File: config.mk
export PLATFORM = sky130hd
export DESIGN_NAME = clkBoard
export DESIGN_NICKNAME = d
export VERILOG_FILES = /design/src/clkPkg.sv /design/src/burstCounter.sv /design/src/clkBoard.sv /design/src/clkCtlRegs.sv /design/src/clkDiagPort.sv /design/src/eboxClkGate.sv /design/src/parityErrLatch.sv
export SDC_FILE = /design/constraint.sdc
export NUM_CORES = 1
export LEC_CHECK = 0
export BUFFER_PORTS_ARGS = -buffer_cell sky130_fd_sc_hd__buf_2
export CELL_PAD_IN_SITES_DETAIL_PLACEMENT = 1
export CELL_PAD_IN_SITES_GLOBAL_PLACEMENT = 1
export CORE_MARGIN = 2
export CORE_UTILIZATION = 35
export DETAILED_ROUTE_END_ITERATION = 12
export HOLD_SLACK_MARGIN = 0.08
export PLACE_DENSITY_LB_ADDON = 0.1
export SETUP_SLACK_MARGIN = 0.05
export SYNTH_ARGS = -nofsm -noshare
export SYNTH_HDL_FRONTEND = slang
export SYNTH_SLANG_ARGS = --single-unit
File: constraint.sdc
create_clock -name CLK -period 2 [get_ports CLK]
set_input_delay 0.2 -clock CLK [delete_from_list [all_inputs] [get_ports CLK]]
set_output_delay 0.2 -clock CLK [all_outputs]
set_load 0.02 [all_outputs]
File: src/clkPkg.sv
// Shared widths, diagnostic function codes, read-word selectors
// and the register-load union for the clock board
`default_nettype none

package clkPkg;

  localparam int DataWidth   = 8;
  localparam int AdrWidth    = 4;
  localparam int FuncWidth   = 3;
  localparam int NibbleWidth = 4;
  localparam int ErrWidth    = 3;  // fm, cram, dram

  // Control group 00x
  localparam logic [FuncWidth-1:0] FuncStart      = 3'd1;
  localparam logic [FuncWidth-1:0] FuncStop       = 3'd2;
  localparam logic [FuncWidth-1:0] FuncSingleStep = 3'd3;
  localparam logic [FuncWidth-1:0] FuncBurst      = 3'd5;
  localparam logic [FuncWidth-1:0] FuncClrReset   = 3'd6;
  localparam logic [FuncWidth-1:0] FuncSetReset   = 3'd7;

  // Load group 04x
  localparam logic [FuncWidth-1:0] LdBurstLo  = 3'd2;
  localparam logic [FuncWidth-1:0] LdBurstHi  = 3'd3;
  localparam logic [FuncWidth-1:0] LdClkDis   = 3'd5;
  localparam logic [FuncWidth-1:0] LdParCheck = 3'd6;
  localparam logic [FuncWidth-1:0] LdErrStop  = 3'd7;

  // Status words
  localparam logic [FuncWidth-1:0] RdBurst    = 3'd0;
  localparam logic [FuncWidth-1:0] RdMode     = 3'd1;
  localparam logic [FuncWidth-1:0] RdClkDis   = 3'd2;
  localparam logic [FuncWidth-1:0] RdParCheck = 3'd3;
  localparam logic [FuncWidth-1:0] RdErrStop  = 3'd4;
  localparam logic [FuncWidth-1:0] RdErrFlags = 3'd5;
  localparam logic [FuncWidth-1:0] RdParityIn = 3'd6;
  localparam logic [FuncWidth-1:0] RdZero     = 3'd7;

  typedef struct packed {
    logic [DataWidth-4:0] rsvd;
    logic crmDis;
    logic edpDis;
    logic ctlDis;
  } clkDisView_t;

  typedef struct packed {
    logic [DataWidth-4:0] rsvd;
    logic fmCheck;
    logic cramCheck;
    logic dramCheck;
  } parCheckView_t;

  typedef struct packed {
    logic [DataWidth-2:0] rsvd;
    logic errStopEn;
  } errStopView_t;

  // Same write word, decoded per target register
  typedef union packed {
    clkDisView_t   clkDis;
    parCheckView_t parCheck;
    errStopView_t  errStop;
  } ctlWord_u;

endpackage

`default_nettype wire

File: src/burstCounter.sv
// 8-bit burst counter with nibble loads and count-down
`default_nettype none

module burstCounter (
  input  logic                           CLK,
  input  logic                           rst,
  input  logic                           ldBurstLo,
  input  logic                           ldBurstHi,
  input  logic [clkPkg::NibbleWidth-1:0] loadNibble,
  input  logic                           burstStep,
  output logic [clkPkg::DataWidth-1:0]   burstCount,
  output logic                           burstZero
);

  assign burstZero = (burstCount == '0);

  always_ff @(posedge CLK) begin
    if (rst) begin
      burstCount <= '0;
    end else if (ldBurstLo) begin
      burstCount[clkPkg::NibbleWidth-1:0] <= loadNibble;  // High nibble kept
    end else if (ldBurstHi) begin
      burstCount[2*clkPkg::NibbleWidth-1:clkPkg::NibbleWidth] <= loadNibble;
    end else if (burstStep && !burstZero) begin
      burstCount <= burstCount - 1'b1;
    end
  end

endmodule

`default_nettype wire

File: src/clkBoard.sv
// Clock board top: diagnostic port, control registers, burst counter,
// clock gating and parity error latch
`default_nettype none

module clkBoard (
  input  logic                         CLK,
  input  logic                         rst,
  input  logic                         wbCyc,
  input  logic                         wbStb,
  input  logic                         wbWe,
  input  logic [clkPkg::AdrWidth-1:0]  wbAdr,
  input  logic [clkPkg::DataWidth-1:0] wbDatW,
  output logic [clkPkg::DataWidth-1:0] wbDatR,
  output logic                         wbAck,
  input  logic                         fmParityOk,
  input  logic                         cramParityOk,
  input  logic                         dramParityOk,
  output logic                         eboxClkEn,
  output logic                         crmClkEn,
  output logic                         edpClkEn,
  output logic                         ctlClkEn,
  output logic                         clkReset,
  output logic                         errorStop
);

  logic startFn, stopFn, stepFn, burstFn, clrResetFn, setResetFn;
  logic ldBurstLo, ldBurstHi, ldClkDis, ldParCheck, ldErrStop;
  clkPkg::ctlWord_u ctlWord;
  logic [clkPkg::NibbleWidth-1:0] loadNibble;
  logic [clkPkg::DataWidth-1:0] burstCount;
  logic burstZero, burstStep;
  logic runMode, burstMode;
  logic crmDis, edpDis, ctlDis;
  logic fmCheck, cramCheck, dramCheck, errStopEn;
  logic [clkPkg::ErrWidth-1:0] errFlags;

  clkDiagPort uDiagPort (
    .CLK(CLK), .rst(rst),
    .wbCyc(wbCyc), .wbStb(wbStb), .wbWe(wbWe), .wbAdr(wbAdr), .wbDatW(wbDatW),
    .burstCount(burstCount), .runMode(runMode), .burstMode(burstMode),
    .clkReset(clkReset), .errorStop(errorStop),
    .clkDisWord({crmDis, edpDis, ctlDis}),
    .parCheckWord({fmCheck, cramCheck, dramCheck}),
    .errStopEn(errStopEn), .errFlags(errFlags),
    .parityIn({fmParityOk, cramParityOk, dramParityOk}),
    .wbAck(wbAck), .wbDatR(wbDatR),
    .startFn(startFn), .stopFn(stopFn), .stepFn(stepFn), .burstFn(burstFn),
    .clrResetFn(clrResetFn), .setResetFn(setResetFn),
    .ldBurstLo(ldBurstLo), .ldBurstHi(ldBurstHi), .ldClkDis(ldClkDis),
    .ldParCheck(ldParCheck), .ldErrStop(ldErrStop),
    .ctlWord(ctlWord), .loadNibble(loadNibble)
  );

  clkCtlRegs uCtlRegs (
    .CLK(CLK), .rst(rst),
    .ldClkDis(ldClkDis), .ldParCheck(ldParCheck), .ldErrStop(ldErrStop),
    .ctlWord(ctlWord),
    .crmDis(crmDis), .edpDis(edpDis), .ctlDis(ctlDis),
    .fmCheck(fmCheck), .cramCheck(cramCheck), .dramCheck(dramCheck),
    .errStopEn(errStopEn)
  );

  burstCounter uBurstCounter (
    .CLK(CLK), .rst(rst),
    .ldBurstLo(ldBurstLo), .ldBurstHi(ldBurstHi), .loadNibble(loadNibble),
    .burstStep(burstStep), .burstCount(burstCount), .burstZero(burstZero)
  );

  eboxClkGate uClkGate (
    .CLK(CLK), .rst(rst),
    .startFn(startFn), .stopFn(stopFn), .stepFn(stepFn), .burstFn(burstFn),
    .clrResetFn(clrResetFn), .setResetFn(setResetFn),
    .burstZero(burstZero), .errorStop(errorStop),
    .crmDis(crmDis), .edpDis(edpDis), .ctlDis(ctlDis),
    .runMode(runMode), .burstMode(burstMode), .clkReset(clkReset),
    .eboxClkEn(eboxClkEn), .crmClkEn(crmClkEn), .edpClkEn(edpClkEn),
    .ctlClkEn(ctlClkEn), .burstStep(burstStep)
  );

  parityErrLatch uParErr (
    .CLK(CLK), .rst(rst),
    .clrResetFn(clrResetFn), .eboxClkEn(eboxClkEn),
    .fmParityOk(fmParityOk), .cramParityOk(cramParityOk), .dramParityOk(dramParityOk),
    .fmCheck(fmCheck), .cramCheck(cramCheck), .dramCheck(dramCheck),
    .errStopEn(errStopEn), .errFlags(errFlags), .errorStop(errorStop)
  );

endmodule

`default_nettype wire

File: src/clkCtlRegs.sv
// Clock disable, parity check and error stop registers
`default_nettype none

module clkCtlRegs (
  input  logic             CLK,
  input  logic             rst,
  input  logic             ldClkDis,
  input  logic             ldParCheck,
  input  logic             ldErrStop,
  input  clkPkg::ctlWord_u ctlWord,
  output logic             crmDis,
  output logic             edpDis,
  output logic             ctlDis,
  output logic             fmCheck,
  output logic             cramCheck,
  output logic             dramCheck,
  output logic             errStopEn
);

  always_ff @(posedge CLK) begin
    if (rst) begin
      crmDis    <= 1'b0;
      edpDis    <= 1'b0;
      ctlDis    <= 1'b0;
      fmCheck   <= 1'b0;
      cramCheck <= 1'b0;
      dramCheck <= 1'b0;
      errStopEn <= 1'b0;
    end else begin
      if (ldClkDis) begin  // 045
        crmDis <= ctlWord.clkDis.crmDis;
        edpDis <= ctlWord.clkDis.edpDis;
        ctlDis <= ctlWord.clkDis.ctlDis;
      end
      if (ldParCheck) begin  // 046
        fmCheck   <= ctlWord.parCheck.fmCheck;
        cramCheck <= ctlWord.parCheck.cramCheck;
        dramCheck <= ctlWord.parCheck.dramCheck;
      end
      // 047, only error stop survives
      if (ldErrStop)
        errStopEn <= ctlWord.errStop.errStopEn;
    end
  end

endmodule

`default_nettype wire

File: src/clkDiagPort.sv
// Wishbone classic slave for the diagnostic port
// Function decode, load strobes and status read-back
`default_nettype none

module clkDiagPort (
  input  logic                               CLK,
  input  logic                               rst,
  input  logic                               wbCyc,
  input  logic                               wbStb,
  input  logic                               wbWe,
  input  logic [clkPkg::AdrWidth-1:0]        wbAdr,
  input  logic [clkPkg::DataWidth-1:0]       wbDatW,
  input  logic [clkPkg::DataWidth-1:0]       burstCount,
  input  logic                               runMode,
  input  logic                               burstMode,
  input  logic                               clkReset,
  input  logic                               errorStop,
  input  logic [2:0]                         clkDisWord,
  input  logic [2:0]                         parCheckWord,
  input  logic                               errStopEn,
  input  logic [clkPkg::ErrWidth-1:0]        errFlags,
  input  logic [clkPkg::ErrWidth-1:0]        parityIn,
  output logic                               wbAck,
  output logic [clkPkg::DataWidth-1:0]       wbDatR,
  output logic                               startFn,
  output logic                               stopFn,
  output logic                               stepFn,
  output logic                               burstFn,
  output logic                               clrResetFn,
  output logic                               setResetFn,
  output logic                               ldBurstLo,
  output logic                               ldBurstHi,
  output logic                               ldClkDis,
  output logic                               ldParCheck,
  output logic                               ldErrStop,
  output clkPkg::ctlWord_u                   ctlWord,
  output logic [clkPkg::NibbleWidth-1:0]     loadNibble
);

  logic ackDone;  // Ack given, waiting for stb to drop
  logic ctlWr;
  logic ldWr;
  logic [clkPkg::FuncWidth-1:0] fnSel;
  logic [clkPkg::DataWidth-1:0] rdWord;

  always_ff @(posedge CLK) begin
    if (rst) begin
      wbAck   <= 1'b0;
      ackDone <= 1'b0;
    end else begin
      wbAck   <= wbCyc & wbStb & ~wbAck & ~ackDone;
      ackDone <= wbAck | (ackDone & wbStb);
    end
  end

  assign fnSel = wbAdr[clkPkg::FuncWidth-1:0];
  assign ctlWr = wbAck & wbWe & ~wbAdr[clkPkg::AdrWidth-1];
  assign ldWr  = wbAck & wbWe & wbAdr[clkPkg::AdrWidth-1];

  assign startFn    = ctlWr & (fnSel == clkPkg::FuncStart);
  assign stopFn     = ctlWr & (fnSel == clkPkg::FuncStop);
  assign stepFn     = ctlWr & (fnSel == clkPkg::FuncSingleStep);
  assign burstFn    = ctlWr & (fnSel == clkPkg::FuncBurst);
  assign clrResetFn = ctlWr & (fnSel == clkPkg::FuncClrReset);
  assign setResetFn = ctlWr & (fnSel == clkPkg::FuncSetReset);

  assign ldBurstLo  = ldWr & (fnSel == clkPkg::LdBurstLo);
  assign ldBurstHi  = ldWr & (fnSel == clkPkg::LdBurstHi);
  assign ldClkDis   = ldWr & (fnSel == clkPkg::LdClkDis);
  assign ldParCheck = ldWr & (fnSel == clkPkg::LdParCheck);
  assign ldErrStop  = ldWr & (fnSel == clkPkg::LdErrStop);

  assign ctlWord    = wbDatW;
  assign loadNibble = wbDatW[clkPkg::NibbleWidth-1:0];

  always_comb begin
    rdWord = '0;
    case (fnSel)
      clkPkg::RdBurst:    rdWord = burstCount;
      clkPkg::RdMode:     rdWord[3:0] = {runMode, burstMode, clkReset, errorStop};
      clkPkg::RdClkDis:   rdWord[2:0] = clkDisWord;
      clkPkg::RdParCheck: rdWord[2:0] = parCheckWord;
      clkPkg::RdErrStop:  rdWord[0] = errStopEn;
      clkPkg::RdErrFlags: rdWord[clkPkg::ErrWidth-1:0] = errFlags;
      clkPkg::RdParityIn: rdWord[clkPkg::ErrWidth-1:0] = parityIn;
      clkPkg::RdZero:     rdWord = '0;
      default:            rdWord = '0;
    endcase
  end

  // Data only during the ack of a read
  assign wbDatR = (wbAck & ~wbWe) ? rdWord : '0;

endmodule

`default_nettype wire

File: src/eboxClkGate.sv
// Run, burst and single-step mode state, clock reset flop
// and the EBOX, CRM, EDP and CTL clock enables
`default_nettype none

module eboxClkGate (
  input  logic CLK,
  input  logic rst,
  input  logic startFn,
  input  logic stopFn,
  input  logic stepFn,
  input  logic burstFn,
  input  logic clrResetFn,
  input  logic setResetFn,
  input  logic burstZero,
  input  logic errorStop,
  input  logic crmDis,
  input  logic edpDis,
  input  logic ctlDis,
  output logic runMode,
  output logic burstMode,
  output logic clkReset,
  output logic eboxClkEn,
  output logic crmClkEn,
  output logic edpClkEn,
  output logic ctlClkEn,
  output logic burstStep
);

  logic enReg;
  logic stepPend;  // Step held off by an error stop
  logic runGo;
  logic burstGo;
  logic stepGo;

  // Requests for an enable in the next cycle
  assign runGo   = (runMode | startFn) & ~stopFn & ~errorStop;
  assign burstGo = (burstMode | burstFn) & ~burstZero & ~stopFn & ~errorStop;
  assign stepGo  = (stepPend | stepFn) & ~stopFn & ~errorStop;

  // One count per enabled burst cycle, taken as the cycle is granted
  assign burstStep = burstGo;

  always_ff @(posedge CLK) begin
    if (rst) begin
      runMode   <= 1'b0;
      burstMode <= 1'b0;
      stepPend  <= 1'b0;
      enReg     <= 1'b0;
      clkReset  <= 1'b1;
    end else begin
      runMode   <= runGo & ~stepFn;
      burstMode <= burstGo;  // Drops once the count is exhausted
      stepPend  <= (stepPend | stepFn) & errorStop & ~stopFn;
      enReg     <= runGo | burstGo | stepGo;

      // Clear-reset presets the flop, set-reset loads zero
      if (clrResetFn)
        clkReset <= 1'b1;
      else if (setResetFn)
        clkReset <= 1'b0;
    end
  end

  // A flag latched at this edge must stop the cycle already granted
  assign eboxClkEn = enReg & ~errorStop;

  assign crmClkEn = eboxClkEn & ~crmDis;
  assign edpClkEn = eboxClkEn & ~edpDis;
  assign ctlClkEn = eboxClkEn & ~ctlDis;

endmodule

`default_nettype wire

File: src/parityErrLatch.sv
// Sticky FM, CRAM and DRAM parity error flags and error stop
`default_nettype none

module parityErrLatch (
  input  logic                        CLK,
  input  logic                        rst,
  input  logic                        clrResetFn,
  input  logic                        eboxClkEn,
  input  logic                        fmParityOk,
  input  logic                        cramParityOk,
  input  logic                        dramParityOk,
  input  logic                        fmCheck,
  input  logic                        cramCheck,
  input  logic                        dramCheck,
  input  logic                        errStopEn,
  output logic [clkPkg::ErrWidth-1:0] errFlags,
  output logic                        errorStop
);

  logic [clkPkg::ErrWidth-1:0] parFail;

  // Only sampled on cycles the EBOX actually clocks
  assign parFail = {fmCheck & ~fmParityOk,
                    cramCheck & ~cramParityOk,
                    dramCheck & ~dramParityOk} & {clkPkg::ErrWidth{eboxClkEn}};

  always_ff @(posedge CLK) begin
    if (rst || clrResetFn)
      errFlags <= '0;
    else
      errFlags <= errFlags | parFail;
  end

  assign errorStop = (|errFlags) & errStopEn;

endmodule

`default_nettype wire

# [After elaboration in Yosys (flattened, before gate mapping)]
# Index checks and enable logic that the tools add are counted.
[totals] regBits=25 inputBits=20 out_inout_bits=15 elab_cells=106
[classes] n_addsub=1 eq_ne=8 n_mux=9 n_bitwise=60 n_reduce_logical=11
[op_table] op="1-bit AND" n=37
[op_table] op="4-bit 2-to-1 mux" n=4
[op_table] op="8-bit 2-to-1 mux" n=2
[op_table] op="1-bit NOT" n=15
[op_table] op="3-bit equality test, second input constant" n=4
[op_table] op="2-bit case mux with 6 select lines" n=1
[op_table] op="8-bit zero test" n=1
[op_table] op="1-bit case mux with 8 select lines" n=1
[op_table] op="8-bit by 1-bit subtractor with 8-bit output, second input constant" n=1
[op_table] op="3-bit by 2-bit equality test with 1-bit output, second input constant" n=2
[op_table] op="1-bit bitwise OR" n=6
[op_table] op="2-bit AND reduction" n=2
[op_table] op="2-bit nonzero test" n=2
[op_table] op="3-bit AND" n=1
[op_table] op="3-bit by 1-bit equality test with 1-bit output, second input constant" n=1
[op_table] op="3-bit zero test" n=1
[op_table] op="3-bit bitwise OR" n=1
[op_table] op="3-bit OR reduction" n=1
[op_table] op="2-bit != test, second input constant" n=1
[op_table] op="1-bit case mux with 2 select lines" n=1
[op_table] op="2-bit OR reduction" n=1
[op_table] op="1-bit logical AND" n=1
[op_table] op="1-bit zero test" n=1
[op_table] op="1-bit logical OR" n=1

# [Logic depth before layout (Yosys ltp)]
[depth] ltp_word=11 ltp_mapped=8 mapped_depth_nobuf=6

# [Modules after synthesis]
# Synthesis repeated with hierarchy kept, for this count alone.
[hier_totals] hier_cells=205 area_unflattened_um2=1645.3
[by_module_without_submodules] mod="burstCounter" n_inst=1 cells_per_inst=71 area_each_um2=569.3 seq_area_each_um2=160.2
[by_module_without_submodules] mod="clkDiagPort" n_inst=1 cells_per_inst=80 area_each_um2=524.3 seq_area_each_um2=40.0
[by_module_without_submodules] mod="clkCtlRegs" n_inst=1 cells_per_inst=21 area_each_um2=236.5 seq_area_each_um2=140.1
[by_module_without_submodules] mod="eboxClkGate" n_inst=1 cells_per_inst=22 area_each_um2=193.9 seq_area_each_um2=100.1
[by_module_without_submodules] mod="parityErrLatch" n_inst=1 cells_per_inst=11 area_each_um2=121.4 seq_area_each_um2=60.1

# [Worst setup path after synthesis]
# OpenSTA, ideal clock, no wires.
[synth_path] kind="reg2reg" start="register uDiagPort.wbAck" end="register uBurstCounter.burstCount[7] (netlist bit)" setup_ns=0.117 arrival_ns=1.988 required_time_ns=1.883 setup_slack_ns=-0.105 path_stages_with_launch=6 n_path_buf=0 period_less_slack_ns=2.105 cell_sequence="dfxtp_1 -> and4b_1 -> a21oi_1 -> or3_4 -> or4_1 -> a32o_1"
[synth_via] elab_chain_len=10 word_cells_on_any_way=17 classes_between="1 x mux; 13 x bitwise; 3 x reduce/logical"
[synth_rtl] item="start, declared" line_no="clkDiagPort.sv:23" text="output logic wbAck,"
[synth_rtl] item="start signal, assigned" line_no="clkDiagPort.sv:51" text="wbAck <= wbCyc & wbStb & ~wbAck & ~ackDone;"
[synth_rtl] item="1-bit AND *" line_no="clkDiagPort.sv:57, clkDiagPort.sv:58"
[synth_rtl] item="1-bit AND" line_no="clkDiagPort.sv:57" text="assign ctlWr = wbAck & wbWe & ~wbAdr[clkPkg::AdrWidth-1];"
[synth_rtl] item="1-bit AND" line_no="clkDiagPort.sv:63" text="assign burstFn = ctlWr & (fnSel == clkPkg::FuncBurst);"
[synth_rtl] item="1-bit bitwise OR" line_no="eboxClkGate.sv:37" text="assign burstGo = (burstMode | burstFn) & ~burstZero & ~stopFn & ~errorStop;"
[synth_rtl] item="1-bit AND (3 in a row)" line_no="eboxClkGate.sv:37"
[synth_rtl] item="1-bit logical AND" line_no="burstCounter.sv:24" text="end else if (burstStep && !burstZero) begin"
[synth_rtl] item="2-bit nonzero test (no source line)"
[synth_rtl] item="2-bit AND reduction (no source line)"
[synth_rtl] item="end signal, assigned by index" line_no="burstCounter.sv:21" text="burstCount[clkPkg::NibbleWidth-1:0] <= loadNibble;"
[synth_rtl] item="end signal, assigned by index" line_no="burstCounter.sv:23" text="burstCount[2*clkPkg::NibbleWidth-1:clkPkg::NibbleWidth] <= loadNibble;"
[synth_rtl] item="end signal, assigned" line_no="burstCounter.sv:25" text="burstCount <= burstCount - 1'b1;"
[synth_rtl] item="end, declared" line_no="burstCounter.sv:11" text="output logic [clkPkg::DataWidth-1:0] burstCount,"
# Every way passes the cells marked *; elsewhere a longest branch is shown, timed or not.
# A chain may end at the register's enable or synchronous reset.

# [Worst setup path in the final report]
[layout_path] start="register uParErr.errFlags[0] (netlist bit)" end="register uBurstCounter.burstCount[6] (netlist bit)"
[layout_via] elab_chain_len=7
[layout_rtl] item="start, declared" line_no="parityErrLatch.sv:16" text="output logic [clkPkg::ErrWidth-1:0] errFlags,"
[layout_rtl] item="start signal, assigned" line_no="parityErrLatch.sv:31" text="errFlags <= errFlags | parFail;"
[layout_rtl] item="3-bit OR reduction" line_no="parityErrLatch.sv:34" text="assign errorStop = (|errFlags) & errStopEn;"
[layout_rtl] item="1-bit AND" line_no="parityErrLatch.sv:34"
[layout_rtl] item="1-bit NOT" line_no="eboxClkGate.sv:37"
[layout_rtl] item="1-bit AND" line_no="eboxClkGate.sv:37"
[layout_rtl] item="1-bit logical AND" line_no="burstCounter.sv:24"
[layout_rtl] item="2-bit nonzero test (no source line)"
[layout_rtl] item="2-bit AND reduction (no source line)"
# Every way passes these cells.

==> impl_metrics.yaml <==
timing:
  fin_ws_ns: -0.0219
  finalClockSkew_ns: 0.00296
  finalSetupTns_ns: -0.0506
  max_slew_margin_pct: 65.7
  rsz0062_at_grt: "true"
  finalCritPeriodShare_pct: 101
  period_minus_slack_ns: 2.02
  timing.fmax_ghz: 0.495
  hold_viol: 0
  finalSetupViolations: 3
  whs_ns: 0.140
  worst_pin_slew_ns: 0.511
  report.final.slew_viol_count: 0
worst_setup_path:
  crit_path_start_kind: "flip-flop"
  crit_family: "simple AND/OR/NAND/NOR gates"
  cp_num_buf_inv: 0
  arrival_ns: 2.20
  worstPathMaxFanout: 6
  critical-path-slowest-cell: "or4_4"
  cp.required_ns: 2.17
  cp-end-kind: "flip-flop"
  slowest_delay_ns: 0.48
  crit_type: "flip-flop to flip-flop"
  crit_chain: "o31ai_4 -> o31ai_2 -> or3_4 -> or4_4 -> a32o_1"
drt:
  vias: 1707
  wl_per_cell_um: 18.2
  first_pass_iters: 4
  drt_iter0_drc: 80
  drc: 0
  drt_wl_total_um: 5440
  antenna_left: 0
  vias_per_cell: 5.73
clocking:
  clock_sinks: 25
  ctsHoldBuffers: 0
  htree_levels: 1
  clock_path_buffers: 2
  cts_tree: "done"
  clock_latency_ns: 0.28
  clk_pin_slew_worst_paths_ns: 0.10
  cts-buffers-inserted: 3
  clockRootBuffer: "clkbuf_8"
die:
  die_area_sq_mm: 0.00498
  die_x_um: 70.6
  initial_utilization_pct: 35.9
  num_rows: 24
  die_height_um: 70.6
  io_pins: 35
  coreArea_sq_mm: 0.00432
run_status:
  status: "finished with violations"
  violations: "negative setup slack"
synth:
  ys.flop_type: "dfxtp_1"
  synth_edf_count: 0
  netlist_instances: 192
  ys_top_cells_by_area: "dfxtp_1 32%, nor2_1 7.0%, mux2i_1 6.5%, nor4_1 3.2%, nand2_1 2.9%"
  ys_warn_count: 0
  synthesis.nets: 214
  ys_ff_latch: 25
  synth_common_cells: "29 x nor2_1, 25 x dfxtp_1, 12 x nand2_1, 11 x inv_1, 10 x mux2i_1"
  async_flop_share_pct: 0
  synth_top_area_cell: "dfxtp_1"
  yosysTopAreaCellShare_pct: 32.3
  synth.most_common_cell: "nor2_1"
  ys_seq_area_share_pct: 32.3
  synth.distinct_cells: 49
  syn_avg_cell_area_sq_um: 8.08
  synth_area_sq_mm: 0.00155
grt:
  grt_start_max_net_pins: 22
  grt_pass1_wl_um: 8960
  grt_pass1_vias: 1827
  track_usage_pct: 22.6
  antenna_found_initial: 0
  grt.overflow.total: 0
worst_hold_path:
  holdCritPathClass: "primary input to flip-flop"
placement:
  placed_area_sq_mm: 0.00190
  gp_congestion: 0.860
  dp_hpwl_um: 4140
  portBuffers: 30
power:
  peakVddDrop_mv: 0.217
  power_frac_seq_pct: 53.5
  switchingPower_mw: 0.253
  power_frac_comb_pct: 12.3
  switching_share_pct: 27.0
  p_per_area_mw_per_mm2: 452
  p_leak_nw: 0.875
  clkPwrFrac_pct: 34.2
  totalPowerFinal_mw: 0.937
  p_int_mw: 0.684
cells_and_area:
  diodes: 0
  final_cell_area_sq_mm: 0.00207
  top_regs: "uBurstCounter.burstCount x8, uParErr.errFlags x3"
  regMostFlops: "uBurstCounter.burstCount"
  nets: 269
  nFillCells: 556
  drive_above_1_share_pct: 37.4
  final_util_pct: 48.0
  largest_register_ffs: 8
  area_growth_pct: 33.7
run:
  maxCapViolations: 0
[per-stage QoR]
step           cells  setup slack [ns]
2_1_floorplan    192            0.0462
3_3_place_gp     288            0.0319
3_5_place_dp     288           -0.0479
4_1_cts          297           0.00535
5_1_grt          298           -0.0387
6_report         298           -0.0219
[worst min-delay path: stages]
cell and delay [ns]:
buf_2 0.10, nand2_1 0.05, nor4_1 0.04
[cells in the final DEF (no fill, tap or decap), drive strengths merged, types with 2 or more instances in the layout]
| cell type | count |
|---|---|
| o22ai | 2 |
| a31oi | 3 |
| dfxtp | 25 |
| mux2i | 10 |
| a32o | 4 |
| nand4 | 2 |
| and2 | 4 |
| buf | 59 |
| nand2b | 3 |
| nand3 | 7 |
| or2 | 3 |
| nor3 | 8 |
| nor2b | 3 |
| inv | 11 |
| a21oi | 8 |
| o31ai | 5 |
| mux2 | 2 |
| clkbuf | 3 |
| o21ai | 6 |
| nor2 | 29 |
| nand2 | 12 |
| a221oi | 2 |
| ha | 2 |
| or4 | 5 |
| nor4 | 8 |
| or3 | 2 |
[metal layers]
metal | part of all wire [%] | up-vias | global-route usage (%)
met5 | 0 | - | 0
li1 | - | 821 | -
met1 | 44 | 828 | 28.1
met4 | 2.8 | 0 | 8.81
met3 | 3.8 | 14 | 3.42
met2 | 50 | 44 | 39.6
[cells by family after synthesis]
family,share of synthesized area [%]
AO/OA/AOI/OAI,19.8
adder cells (fa/ha/maj),1.61
buffers and inverters,5.40
flip-flops,32.3
multiplexers,9.35
AND/OR/NAND/NOR,31.5
[area by class of cell]
| cell class | instances | area, sq um | share of cell area [%] |
|---|---|---|---|
| inverters | 11 | 41.3 | 1.99 |
| clock inverters | 1 | 5.00 | 0.241 |
| flip-flops and latches | 25 | 510 | 24.6 |
| multi-input cells | 147 | 1030 | 49.8 |
| clock buffers | 3 | 41.3 | 1.99 |
| repair buffers | 59 | 379 | 18.3 |
| well taps | 52 | 65.1 | 3.14 |
[worst paths after layout]
| path | from | endpoint | slack, ns | cells past startpoint |
|---|---|---|---|---|
| worst max register to register | uParErr.errFlags[0] | uBurstCounter.burstCount[6] | -0.02 | 5 |
| worst min-delay path | wbCyc | uDiagPort.wbAck | 0.14 | 3 |
| worst min register to register | uDiagPort.ackDone | uDiagPort.wbAck | 0.43 | 1 |
| worst max-delay path | uParErr.errFlags[0] | uBurstCounter.burstCount[6] | -0.02 | 5 |
[what timing repair did]
action                                  4_1_cts  5_1_grt
buffers inserted                              5        1
resized for setup                             4       19
endpoints found under the setup margin        5       11
pin swaps                                     4       11
cloned                                        0        0
[power groups by stage]
stage | sequential (mW) | clock [mW] | combinational [mW]
final | 0.501 | 0.320 | 0.115
after CTS | 0.501 | 0.331 | 0.112
after floorplan | 0.515 | 0 | 0.0575
after global placement | 0.515 | 0 | 0.103
after global routing | 0.502 | 0.351 | 0.127
after detailed placement | 0.515 | 0 | 0.107
Power figures use the tool's default switching activity.
